## src/cpu_ctrl_pkg.sv

```systemverilog
package cpu_ctrl_pkg;

	// Next program counter source, chosen in decode.
	typedef enum logic [1:0] {
		PC_SEQ,		// Fall through to PC+4.
		PC_JUMP,	// Pseudo-direct jump target.
		PC_BRANCH	// PC-relative branch target.
	} pc_sel_e;

	// Second ALU operand.
	typedef enum logic {
		SRC_REG,	// Value of rt.
		SRC_IMM		// Sign-extended immediate.
	} alu_src_e;

	// Register written back.
	typedef enum logic {
		DST_RT,		// I-type destination.
		DST_RD		// R-type destination.
	} reg_dst_e;

	// Writeback data source.
	typedef enum logic {
		WB_MEM,		// Load data.
		WB_ALU		// ALU result.
	} wb_src_e;

endpackage

```

## src/cpu_isa_pkg.sv

```systemverilog
package cpu_isa_pkg;

	// Machine word and register file geometry.
	localparam int unsigned XLEN       = 32;
	localparam int unsigned REG_ADDR_W = 5;
	localparam int unsigned NUM_REGS   = 1 << REG_ADDR_W;

	// Instruction field widths and positions.
	localparam int unsigned OPC_W  = 6;
	localparam int unsigned IMM_W  = 16;
	localparam int unsigned JIDX_W = 26;
	localparam int unsigned OP_LSB = 26;
	localparam int unsigned RS_LSB = 21;
	localparam int unsigned RT_LSB = 16;
	localparam int unsigned RD_LSB = 11;

	// All-zero word decodes as an R-type with no valid funct.
	localparam logic [XLEN-1:0] INSTR_NOP = '0;

	typedef enum logic [OPC_W-1:0] {
		R_TYPE = 6'd0,	// Arithmetic and logic, funct selects.
		J      = 6'd2,
		BEQ    = 6'd4,
		ADDI   = 6'd8,
		LW     = 6'd35,
		SW     = 6'd43
	} opcode_e;

	typedef enum logic [OPC_W-1:0] {
		F_MUL = 6'd24,
		F_ADD = 6'd32,
		F_SUB = 6'd34,
		F_AND = 6'd36,
		F_OR  = 6'd37
	} funct_e;

	// MUL keeps only the low word of the product.
	typedef enum logic [2:0] {
		ALU_ADD,
		ALU_SUB,
		ALU_MUL,
		ALU_AND,
		ALU_OR
	} alu_op_e;

endpackage

```

## src/decode_stage.sv

```systemverilog
`timescale 1ns/10ps

module decode_stage (
	input  logic                               clk_i,
	input  logic                               rst_i,
	input  logic [cpu_isa_pkg::XLEN-1:0]       instr_i,
	input  logic [cpu_isa_pkg::XLEN-1:0]       pc_plus4_i,
	input  logic                               wb_we_i,
	input  logic [cpu_isa_pkg::REG_ADDR_W-1:0] wb_addr_i,
	input  logic [cpu_isa_pkg::XLEN-1:0]       wb_data_i,
	output cpu_ctrl_pkg::pc_sel_e              pc_sel_o,
	output logic [cpu_isa_pkg::XLEN-1:0]       jump_target_o,
	output logic [cpu_isa_pkg::XLEN-1:0]       branch_target_o,
	output cpu_isa_pkg::alu_op_e               ex_alu_op_o,
	output cpu_ctrl_pkg::alu_src_e             ex_alu_src_o,
	output cpu_ctrl_pkg::reg_dst_e             ex_reg_dst_o,
	output logic                               ex_mem_cs_o,
	output logic                               ex_mem_we_o,
	output logic                               ex_reg_we_o,
	output cpu_ctrl_pkg::wb_src_e              ex_wb_src_o,
	output logic [cpu_isa_pkg::XLEN-1:0]       ex_rs_val_o,
	output logic [cpu_isa_pkg::XLEN-1:0]       ex_rt_val_o,
	output logic [cpu_isa_pkg::XLEN-1:0]       ex_imm_o,
	output logic [cpu_isa_pkg::REG_ADDR_W-1:0] ex_rt_o,
	output logic [cpu_isa_pkg::REG_ADDR_W-1:0] ex_rd_o
);

	import cpu_isa_pkg::*;
	import cpu_ctrl_pkg::*;

	logic [XLEN-1:0]       regs [NUM_REGS];
	logic [REG_ADDR_W-1:0] rs;
	logic [REG_ADDR_W-1:0] rt;
	logic [REG_ADDR_W-1:0] rd;
	logic [XLEN-1:0]       rs_val;
	logic [XLEN-1:0]       rt_val;
	logic [XLEN-1:0]       imm;
	logic                  is_equal;
	alu_op_e               alu_op;
	alu_src_e              alu_src;
	reg_dst_e              reg_dst;
	logic                  mem_cs;
	logic                  mem_we;
	logic                  reg_we;
	wb_src_e               wb_src;

	assign rs  = instr_i[RS_LSB +: REG_ADDR_W];
	assign rt  = instr_i[RT_LSB +: REG_ADDR_W];
	assign rd  = instr_i[RD_LSB +: REG_ADDR_W];
	assign imm = {{(XLEN-IMM_W){instr_i[IMM_W-1]}}, instr_i[IMM_W-1:0]};

	// Same-cycle writeback is passed straight to the readers.
	assign rs_val = (wb_we_i && wb_addr_i == rs && rs != '0) ? wb_data_i : regs[rs];
	assign rt_val = (wb_we_i && wb_addr_i == rt && rt != '0) ? wb_data_i : regs[rt];
	assign is_equal = (rs_val == rt_val);

	assign branch_target_o = pc_plus4_i + {imm[XLEN-3:0], 2'b00};
	assign jump_target_o   = {pc_plus4_i[XLEN-1:XLEN-4], instr_i[JIDX_W-1:0], 2'b00};

	general_control u_ctrl (
		.op_i       (opcode_e'(instr_i[OP_LSB +: OPC_W])),
		.func_i     (funct_e'(instr_i[OPC_W-1:0])),
		.is_equal_i (is_equal),
		.pc_sel_o   (pc_sel_o),
		.alu_op_o   (alu_op),
		.alu_src_o  (alu_src),
		.reg_dst_o  (reg_dst),
		.mem_cs_o   (mem_cs),
		.mem_we_o   (mem_we),
		.reg_we_o   (reg_we),
		.wb_src_o   (wb_src)
	);

	always_ff @(posedge clk_i)
	begin
		if (rst_i)
		begin
			for (int i = 0; i < NUM_REGS; i++)
				regs[i] <= '0;
		end
		else if (wb_we_i && wb_addr_i != '0)	// Register 0 stays zero.
			regs[wb_addr_i] <= wb_data_i;
	end

	always_ff @(posedge clk_i)
	begin
		if (rst_i)
		begin
			ex_alu_op_o  <= ALU_ADD;
			ex_alu_src_o <= SRC_REG;
			ex_reg_dst_o <= DST_RT;
			ex_mem_cs_o  <= 1'b0;
			ex_mem_we_o  <= 1'b0;
			ex_reg_we_o  <= 1'b0;
			ex_wb_src_o  <= WB_ALU;
		end
		else
		begin
			ex_alu_op_o  <= alu_op;
			ex_alu_src_o <= alu_src;
			ex_reg_dst_o <= reg_dst;
			ex_mem_cs_o  <= mem_cs;
			ex_mem_we_o  <= mem_we;
			ex_reg_we_o  <= reg_we;
			ex_wb_src_o  <= wb_src;
		end
	end

	always_ff @(posedge clk_i)
	begin
		ex_rs_val_o <= rs_val;
		ex_rt_val_o <= rt_val;
		ex_imm_o    <= imm;
		ex_rt_o     <= rt;
		ex_rd_o     <= rd;
	end

	// Register 0 keeps reading zero whatever the writeback targets.
	assert property (@(posedge clk_i) disable iff (rst_i) regs[0] == '0);

endmodule

```

## src/execute_stage.sv

```systemverilog
`timescale 1ns/10ps

module execute_stage (
	input  logic                               clk_i,
	input  logic                               rst_i,
	input  cpu_isa_pkg::alu_op_e               ex_alu_op_i,
	input  cpu_ctrl_pkg::alu_src_e             ex_alu_src_i,
	input  cpu_ctrl_pkg::reg_dst_e             ex_reg_dst_i,
	input  logic                               ex_mem_cs_i,
	input  logic                               ex_mem_we_i,
	input  logic                               ex_reg_we_i,
	input  cpu_ctrl_pkg::wb_src_e              ex_wb_src_i,
	input  logic [cpu_isa_pkg::XLEN-1:0]       ex_rs_val_i,
	input  logic [cpu_isa_pkg::XLEN-1:0]       ex_rt_val_i,
	input  logic [cpu_isa_pkg::XLEN-1:0]       ex_imm_i,
	input  logic [cpu_isa_pkg::REG_ADDR_W-1:0] ex_rt_i,
	input  logic [cpu_isa_pkg::REG_ADDR_W-1:0] ex_rd_i,
	output logic [cpu_isa_pkg::XLEN-1:0]       mem_alu_result_o,
	output logic [cpu_isa_pkg::XLEN-1:0]       mem_store_data_o,
	output logic [cpu_isa_pkg::REG_ADDR_W-1:0] mem_dst_o,
	output logic                               mem_cs_o,
	output logic                               mem_we_o,
	output logic                               mem_reg_we_o,
	output cpu_ctrl_pkg::wb_src_e              mem_wb_src_o
);

	import cpu_isa_pkg::*;
	import cpu_ctrl_pkg::*;

	logic [XLEN-1:0]       op_b;
	logic [XLEN-1:0]       alu_result;
	logic [REG_ADDR_W-1:0] dst;

	assign op_b = (ex_alu_src_i == SRC_IMM) ? ex_imm_i : ex_rt_val_i;
	assign dst  = (ex_reg_dst_i == DST_RD) ? ex_rd_i : ex_rt_i;

	always_comb
	begin
		case (ex_alu_op_i)
			ALU_ADD: alu_result = ex_rs_val_i + op_b;
			ALU_SUB: alu_result = ex_rs_val_i - op_b;
			ALU_MUL: alu_result = ex_rs_val_i * op_b;	// Low word only.
			ALU_AND: alu_result = ex_rs_val_i & op_b;
			ALU_OR:  alu_result = ex_rs_val_i | op_b;
			default: alu_result = '0;
		endcase
	end

	always_ff @(posedge clk_i)
	begin
		if (rst_i)
		begin
			mem_cs_o     <= 1'b0;
			mem_we_o     <= 1'b0;
			mem_reg_we_o <= 1'b0;
			mem_wb_src_o <= WB_ALU;
		end
		else
		begin
			mem_cs_o     <= ex_mem_cs_i;
			mem_we_o     <= ex_mem_we_i;
			mem_reg_we_o <= ex_reg_we_i;
			mem_wb_src_o <= ex_wb_src_i;
		end
	end

	always_ff @(posedge clk_i)
	begin
		mem_alu_result_o <= alu_result;
		mem_store_data_o <= ex_rt_val_i;	// Store data comes from rt.
		mem_dst_o        <= dst;
	end

endmodule

```

## src/fetch_stage.sv

```systemverilog
`timescale 1ns/10ps

module fetch_stage (
	input  logic                           clk_i,
	input  logic                           rst_i,
	input  cpu_ctrl_pkg::pc_sel_e          pc_sel_i,
	input  logic [cpu_isa_pkg::XLEN-1:0]   jump_target_i,
	input  logic [cpu_isa_pkg::XLEN-1:0]   branch_target_i,
	output logic [cpu_isa_pkg::XLEN-1:0]   imem_addr_o,
	input  logic [cpu_isa_pkg::XLEN-1:0]   imem_data_i,
	output logic [cpu_isa_pkg::XLEN-1:0]   instr_o,
	output logic [cpu_isa_pkg::XLEN-1:0]   pc_plus4_o
);

	import cpu_isa_pkg::*;
	import cpu_ctrl_pkg::*;

	logic [XLEN-1:0] pc;
	logic [XLEN-1:0] pc_plus4;
	logic [XLEN-1:0] next_pc;

	assign pc_plus4    = pc + 32'd4;
	assign imem_addr_o = pc;	// Combinational fetch address.

	always_comb
	begin
		case (pc_sel_i)
			PC_JUMP:   next_pc = jump_target_i;
			PC_BRANCH: next_pc = branch_target_i;
			default:   next_pc = pc_plus4;
		endcase
	end

	always_ff @(posedge clk_i)
	begin
		if (rst_i)
		begin
			pc      <= '0;
			instr_o <= INSTR_NOP;	// Pipeline starts empty.
		end
		else
		begin
			pc      <= next_pc;
			instr_o <= imem_data_i;
		end
	end

	always_ff @(posedge clk_i)
		pc_plus4_o <= pc_plus4;

	assert property (@(posedge clk_i) disable iff (rst_i) pc[1:0] == 2'b00);

endmodule

```

## src/general_control.sv

```systemverilog
`timescale 1ns/10ps

module general_control (
	input  cpu_isa_pkg::opcode_e    op_i,
	input  cpu_isa_pkg::funct_e     func_i,
	input  logic                    is_equal_i,
	output cpu_ctrl_pkg::pc_sel_e   pc_sel_o,
	output cpu_isa_pkg::alu_op_e    alu_op_o,
	output cpu_ctrl_pkg::alu_src_e  alu_src_o,
	output cpu_ctrl_pkg::reg_dst_e  reg_dst_o,
	output logic                    mem_cs_o,
	output logic                    mem_we_o,
	output logic                    reg_we_o,
	output cpu_ctrl_pkg::wb_src_e   wb_src_o
);

	import cpu_isa_pkg::*;
	import cpu_ctrl_pkg::*;

	always_comb
	begin
		// Anything not listed below behaves as a nop.
		pc_sel_o  = PC_SEQ;
		alu_op_o  = ALU_ADD;
		alu_src_o = SRC_REG;
		reg_dst_o = DST_RT;
		mem_cs_o  = 1'b0;
		mem_we_o  = 1'b0;
		reg_we_o  = 1'b0;
		wb_src_o  = WB_ALU;

		case (op_i)
			R_TYPE:
			begin
				reg_dst_o = DST_RD;	// Result goes to rd.
				case (func_i)
					F_ADD:
					begin
						alu_op_o = ALU_ADD;
						reg_we_o = 1'b1;
					end
					F_SUB:
					begin
						alu_op_o = ALU_SUB;
						reg_we_o = 1'b1;
					end
					F_MUL:
					begin
						alu_op_o = ALU_MUL;
						reg_we_o = 1'b1;
					end
					F_AND:
					begin
						alu_op_o = ALU_AND;
						reg_we_o = 1'b1;
					end
					F_OR:
					begin
						alu_op_o = ALU_OR;
						reg_we_o = 1'b1;
					end
					default:
						reg_we_o = 1'b0;	// Unknown funct.
				endcase
			end

			ADDI:
			begin
				alu_src_o = SRC_IMM;
				reg_we_o  = 1'b1;
			end

			LW:
			begin
				alu_src_o = SRC_IMM;	// Base plus offset.
				mem_cs_o  = 1'b1;
				reg_we_o  = 1'b1;
				wb_src_o  = WB_MEM;
			end

			SW:
			begin
				alu_src_o = SRC_IMM;
				mem_cs_o  = 1'b1;
				mem_we_o  = 1'b1;
			end

			J:
				pc_sel_o = PC_JUMP;

			BEQ:
				pc_sel_o = is_equal_i ? PC_BRANCH : PC_SEQ;

			default:
				pc_sel_o = PC_SEQ;
		endcase

		// A store always enables the data memory.
		assert (!mem_we_o || mem_cs_o);
	end

endmodule

```

## src/memory_stage.sv

```systemverilog
`timescale 1ns/10ps

module memory_stage (
	input  logic                               clk_i,
	input  logic                               rst_i,
	input  logic [cpu_isa_pkg::XLEN-1:0]       mem_alu_result_i,
	input  logic [cpu_isa_pkg::XLEN-1:0]       mem_store_data_i,
	input  logic [cpu_isa_pkg::REG_ADDR_W-1:0] mem_dst_i,
	input  logic                               mem_cs_i,
	input  logic                               mem_we_i,
	input  logic                               mem_reg_we_i,
	input  cpu_ctrl_pkg::wb_src_e              mem_wb_src_i,
	output logic                               dmem_cs_o,
	output logic                               dmem_we_o,
	output logic [cpu_isa_pkg::XLEN-1:0]       dmem_addr_o,
	output logic [cpu_isa_pkg::XLEN-1:0]       dmem_wdata_o,
	input  logic [cpu_isa_pkg::XLEN-1:0]       dmem_rdata_i,
	output logic                               wb_we_o,
	output logic [cpu_isa_pkg::REG_ADDR_W-1:0] wb_addr_o,
	output logic [cpu_isa_pkg::XLEN-1:0]       wb_data_o
);

	import cpu_ctrl_pkg::*;

	// Data port is driven straight from EX/MEM.
	assign dmem_cs_o    = mem_cs_i;
	assign dmem_we_o    = mem_we_i;
	assign dmem_addr_o  = mem_alu_result_i;
	assign dmem_wdata_o = mem_store_data_i;

	always_ff @(posedge clk_i)
	begin
		if (rst_i)
			wb_we_o <= 1'b0;
		else
			wb_we_o <= mem_reg_we_i;
	end

	always_ff @(posedge clk_i)
	begin
		wb_addr_o <= mem_dst_i;
		wb_data_o <= (mem_wb_src_i == WB_MEM) ? dmem_rdata_i : mem_alu_result_i;
	end

	assert property (@(posedge clk_i) disable iff (rst_i) dmem_we_o |-> dmem_cs_o);

endmodule

```

## src/pipeline_cpu.sv

```systemverilog
`timescale 1ns/10ps

module pipeline_cpu (
	input  logic                         clk_i,
	input  logic                         rst_i,
	output logic [cpu_isa_pkg::XLEN-1:0] imem_addr_o,
	input  logic [cpu_isa_pkg::XLEN-1:0] imem_data_i,
	output logic                         dmem_cs_o,
	output logic                         dmem_we_o,
	output logic [cpu_isa_pkg::XLEN-1:0] dmem_addr_o,
	output logic [cpu_isa_pkg::XLEN-1:0] dmem_wdata_o,
	input  logic [cpu_isa_pkg::XLEN-1:0] dmem_rdata_i
);

	import cpu_isa_pkg::*;
	import cpu_ctrl_pkg::*;

	// IF/ID and redirect.
	logic [XLEN-1:0]       id_instr;
	logic [XLEN-1:0]       id_pc_plus4;
	pc_sel_e               pc_sel;
	logic [XLEN-1:0]       jump_target;
	logic [XLEN-1:0]       branch_target;

	// ID/EX.
	alu_op_e               ex_alu_op;
	alu_src_e              ex_alu_src;
	reg_dst_e              ex_reg_dst;
	logic                  ex_mem_cs;
	logic                  ex_mem_we;
	logic                  ex_reg_we;
	wb_src_e               ex_wb_src;
	logic [XLEN-1:0]       ex_rs_val;
	logic [XLEN-1:0]       ex_rt_val;
	logic [XLEN-1:0]       ex_imm;
	logic [REG_ADDR_W-1:0] ex_rt;
	logic [REG_ADDR_W-1:0] ex_rd;

	// EX/MEM.
	logic [XLEN-1:0]       mem_alu_result;
	logic [XLEN-1:0]       mem_store_data;
	logic [REG_ADDR_W-1:0] mem_dst;
	logic                  mem_cs;
	logic                  mem_we;
	logic                  mem_reg_we;
	wb_src_e               mem_wb_src;

	// MEM/WB back to the register file.
	logic                  wb_we;
	logic [REG_ADDR_W-1:0] wb_addr;
	logic [XLEN-1:0]       wb_data;

	fetch_stage u_fetch (
		.clk_i           (clk_i),
		.rst_i           (rst_i),
		.pc_sel_i        (pc_sel),
		.jump_target_i   (jump_target),
		.branch_target_i (branch_target),
		.imem_addr_o     (imem_addr_o),
		.imem_data_i     (imem_data_i),
		.instr_o         (id_instr),
		.pc_plus4_o      (id_pc_plus4)
	);

	decode_stage u_decode (
		.clk_i           (clk_i),
		.rst_i           (rst_i),
		.instr_i         (id_instr),
		.pc_plus4_i      (id_pc_plus4),
		.wb_we_i         (wb_we),
		.wb_addr_i       (wb_addr),
		.wb_data_i       (wb_data),
		.pc_sel_o        (pc_sel),
		.jump_target_o   (jump_target),
		.branch_target_o (branch_target),
		.ex_alu_op_o     (ex_alu_op),
		.ex_alu_src_o    (ex_alu_src),
		.ex_reg_dst_o    (ex_reg_dst),
		.ex_mem_cs_o     (ex_mem_cs),
		.ex_mem_we_o     (ex_mem_we),
		.ex_reg_we_o     (ex_reg_we),
		.ex_wb_src_o     (ex_wb_src),
		.ex_rs_val_o     (ex_rs_val),
		.ex_rt_val_o     (ex_rt_val),
		.ex_imm_o        (ex_imm),
		.ex_rt_o         (ex_rt),
		.ex_rd_o         (ex_rd)
	);

	execute_stage u_execute (
		.clk_i            (clk_i),
		.rst_i            (rst_i),
		.ex_alu_op_i      (ex_alu_op),
		.ex_alu_src_i     (ex_alu_src),
		.ex_reg_dst_i     (ex_reg_dst),
		.ex_mem_cs_i      (ex_mem_cs),
		.ex_mem_we_i      (ex_mem_we),
		.ex_reg_we_i      (ex_reg_we),
		.ex_wb_src_i      (ex_wb_src),
		.ex_rs_val_i      (ex_rs_val),
		.ex_rt_val_i      (ex_rt_val),
		.ex_imm_i         (ex_imm),
		.ex_rt_i          (ex_rt),
		.ex_rd_i          (ex_rd),
		.mem_alu_result_o (mem_alu_result),
		.mem_store_data_o (mem_store_data),
		.mem_dst_o        (mem_dst),
		.mem_cs_o         (mem_cs),
		.mem_we_o         (mem_we),
		.mem_reg_we_o     (mem_reg_we),
		.mem_wb_src_o     (mem_wb_src)
	);

	memory_stage u_memory (
		.clk_i            (clk_i),
		.rst_i            (rst_i),
		.mem_alu_result_i (mem_alu_result),
		.mem_store_data_i (mem_store_data),
		.mem_dst_i        (mem_dst),
		.mem_cs_i         (mem_cs),
		.mem_we_i         (mem_we),
		.mem_reg_we_i     (mem_reg_we),
		.mem_wb_src_i     (mem_wb_src),
		.dmem_cs_o        (dmem_cs_o),
		.dmem_we_o        (dmem_we_o),
		.dmem_addr_o      (dmem_addr_o),
		.dmem_wdata_o     (dmem_wdata_o),
		.dmem_rdata_i     (dmem_rdata_i),
		.wb_we_o          (wb_we),
		.wb_addr_o        (wb_addr),
		.wb_data_o        (wb_data)
	);

endmodule

```

## config.mk

```make
export PLATFORM = sky130hd
export DESIGN_NAME = pipeline_cpu
export DESIGN_NICKNAME = d
export VERILOG_FILES = /design/src/cpu_ctrl_pkg.sv /design/src/cpu_isa_pkg.sv /design/src/decode_stage.sv /design/src/execute_stage.sv /design/src/fetch_stage.sv /design/src/general_control.sv /design/src/memory_stage.sv /design/src/pipeline_cpu.sv
export SDC_FILE = /design/constraint.sdc
export NUM_CORES = 2
export LEC_CHECK = 0
export ABC_AREA = 1
export BUFFER_PORTS_ARGS = -buffer_cell sky130_fd_sc_hd__buf_2
export CAP_MARGIN = 25
export CORE_AREA = 10 10 565 567
export DETAILED_ROUTE_END_ITERATION = 10
export DIE_AREA = 0 0 575 577
export SYNTH_ARGS = -nofsm -noshare
export SYNTH_HDL_FRONTEND = slang
export SYNTH_SLANG_ARGS = --single-unit
export TNS_END_PERCENT = 50
```

## constraint.sdc

```tcl
create_clock -name clk_i -period 7.31 [get_ports clk_i]
set_input_delay 0.3655 -clock clk_i [delete_from_list [all_inputs] [get_ports clk_i]]
set_output_delay 0.3655 -clock clk_i [all_outputs]
set_load 0.02 [all_outputs]
```

# --- Word level (Yosys, flattened, before mapping) ---
# Memory sizes are Yosys's and may differ from the RTL's. A register that Yosys moved wholly into a read port is not among the register bits.
# Cells that the tools add are included.
totals:
  regBits: 306
  latch_bits: 0
  mem_bits_rw: 1024
  mem_bits_ro: 0
  input_bits: 66
  output_inout_bits: 98
  wordCells: 96
  mem_count: 1
mem_list:
  columns: ["memory", "depth", "width", "rd", "rd_ports_with_merged_regs", "write_ports", "line_no", "rtl"]
  rows:
  - ["u_decode.regs", 32, 32, 2, 2, 32, "decode_stage.sv:31", "logic [XLEN-1:0] regs [NUM_REGS];"]
classes:
  addsub: 4
  multipliers: 1
  n_div: 0
  magnitude_cmp: 0
  eq_ne: 19
  shifts: 0
  muxes: 27
  bitwise: 3
  reduce_logical: 16
op_table:
  columns: ["cell", "n"]
  rows:
  - ["32-bit two-way mux", 5]
  - ["32-bit one-hot mux with 5 select lines", 1]
  - ["32-bit adder", 2]
  - ["32-bit one-hot mux with 2 select lines", 1]
  - ["6-bit == test, second input constant", 6]
  - ["32-bit by 3-bit adder with 32-bit output, second input constant", 1]
  - ["32-bit AND", 1]
  - ["32-bit == test", 1]
  - ["32-bit by 32-bit multiplier with 32-bit output", 1]
  - ["32-bit bitwise OR", 1]
  - ["32-bit OR reduction", 1]
  - ["32-bit subtractor", 1]
  - ["5-bit two-way mux", 4]
  - ["5-bit nonzero test", 3]
  - ["1-bit two-way mux", 12]
  - ["3-bit one-hot mux with 4 select lines", 1]
  - ["5-bit == test", 2]
  - ["3-bit by 2-bit == test with 1-bit output, second input constant", 2]
  - ["6-bit by 2-bit == test with 1-bit output, second input constant", 1]
  - ["6-bit by 3-bit == test with 1-bit output, second input constant", 1]
  - ["6-bit by 4-bit == test with 1-bit output, second input constant", 1]
  - ["6-bit by 5-bit == test with 1-bit output, second input constant", 1]
  - ["6-bit zero test", 1]
  - ["2-bit OR reduction", 3]
  - ["12 further kinds", 16]

# --- Longest topological paths before layout ---
logic_depth:
  depth_word: 9
  mapped_depth: 37
  depth_no_buf: 34

# --- Cells and area by module ---
# Synthesis repeated with hierarchy kept, for this count alone.
unflattened:
  hier_cells: 11298
  hier_area_um2: 88304.7
by_module_without_submodules:
  columns: ["module", "n_inst", "cells_per_inst", "area_each_um2", "seq_area_each_um2"]
  rows:
  - ["decode_stage", 1, 7644, 60884.6, 32631.3]
  - ["execute_stage", 1, 2843, 21359.2, 1461.4]
  - ["fetch_stage", 1, 553, 4068.9, 1921.8]
  - ["memory_stage", 1, 210, 1755.4, 760.7]
  - ["general_control", 1, 48, 236.5, 0.0]

# --- Least setup slack after synthesis ---
# OpenSTA, ideal clock, no wires.
synth_path:
  path_type: "register -> register"
  startpoint: "register u_decode.ex_alu_src_o"
  endpoint: "register u_execute.mem_alu_result_o[27] (netlist name)"
  setup_ns: 0.133
  arrival_ns: 6.847
  t_required_ns: 7.177
  setup_slack_ns: 0.330
  path_stages_with_launch: 32
  n_path_buf: 4
  synth_period_minus_slack_ns: 6.980
  cell_sequence: "dfxtp_1 -> buf_6 -> inv_4 -> buf_4 -> nand2_1 -> nand2_1 -> clkbuf_1 -> buf_1 -> nor2_1 -> fa_1 -> inv_1 -> fa_1 -> fa_1 -> fa_1 -> inv_1 -> fa_1 -> inv_1 -> fa_1 -> inv_1 -> fa_1 -> fa_1 -> ha_1 -> nand2_1 -> nor2_1 -> inv_1 -> nor3_1 -> nand3_1 -> nand3_1 -> a21oi_1 -> or2_2 -> nand3_1 -> o221ai_1"
synth_via:
  elab_chain_len: 3
  elab_cells_between_ends: 7
  cone_classes: "add/sub (2); mul (1); mux (2); bitwise (2)"
synth_rtl:
  columns: ["element", "line_no", "rtl"]
  rows:
  - ["from (decl)", "decode_stage.sv:15", "output cpu_ctrl_pkg::alu_src_e ex_alu_src_o,"]
  - ["from (signal assigned)", "decode_stage.sv:100", "ex_alu_src_o <= alu_src;"]
  - ["32-bit two-way mux *", "execute_stage.sv:34", "assign op_b = (ex_alu_src_i == SRC_IMM) ? ex_imm_i : ex_rt_val_i;"]
  - ["32-bit by 32-bit multiplier with 32-bit output, or another cell as far along", "execute_stage.sv:42", "ALU_MUL: alu_result = ex_rs_val_i * op_b;"]
  - ["32-bit one-hot mux with 5 select lines *", "execute_stage.sv:39", "case (ex_alu_op_i)"]
  - ["named net u_execute.alu_result[27]", "execute_stage.sv:31", "logic [XLEN-1:0] alu_result;"]
  - ["to (signal assigned)", "execute_stage.sv:69", "mem_alu_result_o <= alu_result;"]
  - ["to (decl)", "execute_stage.sv:18", "output logic [cpu_isa_pkg::XLEN-1:0] mem_alu_result_o,"]
# Mark *: on every way through the listed nets, which the timed path passes. The rest lies on a longest branch.
# A chain may end at the register's enable or synchronous reset.

# --- Worst setup path after layout ---
layout_path:
  startpoint: "register u_decode.ex_alu_src_o"
  endpoint: "register u_execute.mem_alu_result_o[13] (netlist name)"
# Same word-level chain as after synthesis.

==> metrics.md <==
| Metric | Value |
|---|---|
| Worst Skew | 78.0 ps |
| Largest cells by area after synthesis | edfxtp_1 (36%), nand2_1 (9.8%), fa_1 (9.6%) |
| RSZ-0062 raised after global routing | true |
| Final core area utilization | 32.1% |
| IO Count | 164 |
| Post-layout min period | 7140 ps |
| Vias in the first global route | 75200 |
| Final setup margin | 166 ps |
| Crit-path slowest cell | fa_1 |
| Most used DFF post-synth | edfxtp_1 |
| Synth Area in Compound Gates | 7.54% |
| Commonest non-fill, non-tap cell in the layout | nand2_1 |
| Core region area | 308000 um^2 |
| Type of the tightest min-delay check | input port to register |
| Initial DRC count | 10800 |
| Setup crit end kind | register |
| Ys async rst share | 0% |
| Slew @ Worst Pin | 1130 ps |
| CP Class | register to register |
| Initial antenna violation count | 11 |
| Post-Synth XOR/XNOR Area | 0.928% |
| # DRC | 0 |
| Buffers & Inverters on Critical Path | 7 |
| CTS tree | yes |
| Die W | 575 um |
| Status | complete, no violations |
| Final hold slack | 322 ps |
| Routed WL | 371000 um |
| Mux cell area share after synthesis | 0.879% |
| Setup violations, final | 0 |
| Proportion of layout cells with a drive suffix above 1 | 9.72% |
| Chip height | 577 um |
| Met3 usage | 4.85% |
| Synth top area share | 35.9% |
| CP dominant cell by count | ha_1 |
| Main combinational cell family by area after synthesis | simple AND/OR/NAND/NOR gates |
| Post-Synthesis Cells | 10700 |
| Crit path DAT | 7820 ps |
| Pin count of the biggest net entering global routing | 145 |
| First-pass GRT wire length | 526000 um |
| Row Count | 204 |
| Critical Path Max Stage Delay | 490 ps |
| Count of flip-flops with a built-in enable after synthesis | 1024 |
| Synth Cell Area | 85700 um^2 |
| Library cells used by synthesis | 62 |
| Ys Warns | 0 |
| Initial Util | 27.8% |
| Longest Clk Path Bufs | 3 |
| Fmax | 140 MHz |
| Remaining global-route overflow | 0 |
| Simple-Gate Fraction of Synth Area | 27.9% |
| H-tree levels | 4 |
| Critical path required time | 7980 ps |
| HPWL after DPL | 236000 um |
| Register bit count reported by yosys | 1325 |
| Synth area leader | edfxtp_1 |
| Clk Tree Root Cell | clkbuf_16 |
| Setup TNS Final | 0 ps |
| Most used routing layer | met2 |
| Met1 usage | 27.0% |
| Crit Path Max Fanout | 15 |
| Adder-Cell Fraction of Synth Area | 12.3% |
| Die ar. | 332000 um^2 |
| Met2 GRT Util | 32.6% |
| Num CTS Buffers | 154 |
| RD Place Congestion | 0.973 |
| Rel. slew slack | 24.5% |
| Delay-heaviest family, CP | adder cells |
| Max Cap Viol | 0 |
| Most frequent cells in the layout | nand2_1 (2172), nor2_1 (2059), nand3_1 (1324) |
| Layout area overhead | 15.2% |
| Final Hold Fails | 0 |
| Total GRT Usage | 21.2% |
| DR pass1 iterations | 7 |
| Clk_lat worst skew | 840 ps |
| Post-synthesis sequential area ratio | 42.9% |
| Setup Slack @ Placement | -54.6 ps |
| Reg clk slew, reported paths | 60 ps |
| Detail Route Antenna Nets | 0 |
| Mean number of vias per cell | 5.27 |
| Max Slew Vio Count | 0 |
| Via count | 79300 |
| Period utilisation layout | 97.7% |
| Critical Path Start Type | register |
| Clock sink count | 1325 |
| IO buf count | 163 |
| DR WL/cell | 24.7 um |
| Syn_area_per_cell | 8.02 um^2 |
| # nets final | 11500 |
[logic make-up after synthesis]
| group | Yosys count |
|---|---|
| muxes | 71 |
| DFF | 1325 |
| and+or+nand+nor | 5815 |
| other | 1 |
| adders and majority gates | 599 |
| AOI/OAI and AO/OA | 1180 |
| xor gates and xnor gates | 90 |
| buffers and inverters | 1605 |
[Yosys cell counts (all sizes together) (2+ instances only)]
library cell,count
nand2,2253
a211oi,5
a21boi,26
o2111ai,8
nand4,65
nand3,1329
nor3,37
o21ai,650
clkinv,23
o221ai,12
o31ai,2
o21bai,10
clkbuf,496
o211ai,80
a21oi,340
o22ai,4
buf,259
xor2,73
nor2,2077
ha,189
mux2i,37
fa,410
edfxtp,1024
mux2,34
xnor2,17
dfxtp,301
a31oi,13
a21o,10
inv,827
nor4,17
or2,28
o21a,9
nand3b,7
a221oi,5
[sequential cells by signal (all words and copies together) (netlist names), 3 cells and up]
signal                      count
u_decode.regs                1024
u_memory.wb_data_o             32
u_fetch.instr_o                32
u_decode.ex_rt_val_o           32
u_execute.mem_dst_o             5
u_memory.wb_addr_o              5
u_decode.ex_imm_o              16
u_execute.mem_alu_result_o     32
u_fetch.imem_addr_o            32
u_decode.ex_rs_val_o           32
u_fetch.pc_plus4_o             32
u_execute.mem_store_data_o     32
u_decode.ex_alu_op_o            3
u_decode.ex_rt_o                5
[timing repair]
action | CTS | global route
resized for setup | 5 | 91
hold buffers | 83 | 0
setup buffers | 0 | 8
setup endpoints to repair | 2 | 18
cloned | 0 | 2
pin swaps | 1 | 21
hold endpoints to repair | 70 | 0
[worst reg2reg max path, delay by kind of cell (launching register included)]
family,cells,cell delay [ps]
adder cells (fa/ha/maj),9,3360
AND/OR/NAND/NOR,6,910
flip-flops,1,380
AO/OA/AOI/OAI,7,1370
buffers and inverters,7,950
[stage by stage]
stage          area, um^2  std cells
2_1_floorplan       85800      10700
3_3_place_gp        92500      14700
3_5_place_dp        92500      14700
4_1_cts             98300      15000
5_1_grt             98800      15000
6_report            98800      15000
[cell type report]
cell class | instances | area [um^2]
multi-input combinational | 7788 | 43100
sequential | 1325 | 36800
inverter | 850 | 3260
antenna | 4 | 10.0
timing repair buffer | 679 | 5490
clock inverter | 76 | 772
clock buffer | 205 | 4180
fill | 32200 | 209000
tap | 4120 | 5150
[worst paths after layout]
kind / endpoint / startpoint / slack [ps] / cells after the start
worst min register to register: u_memory.wb_addr_o[3]$_DFF_P_ / u_execute.mem_dst_o[3]$_DFF_P_ / 330 / 0
worst max register to register: u_execute.mem_alu_result_o[13]$_DFF_P_ / u_decode.ex_alu_src_o$_SDFF_PP0_ / 170 / 29
worst min-delay path: u_fetch.instr_o[13]$_SDFF_PP0_ / imem_data_i[13] / 320 / 4
worst max-delay path: u_execute.mem_alu_result_o[13]$_DFF_P_ / u_decode.ex_alu_src_o$_SDFF_PP0_ / 170 / 29
[per-layer routing]
metal  routed length [um]  up-vias
met5                   13        -
met4                27400        2
met3                45200     1210
met2               161000     5223
met1               138000    37800
li1                     -    35100
Power is left out: the tool's default activity adds up to more than one toggle a clock period on the data nets, which glitch-free logic cannot reach.
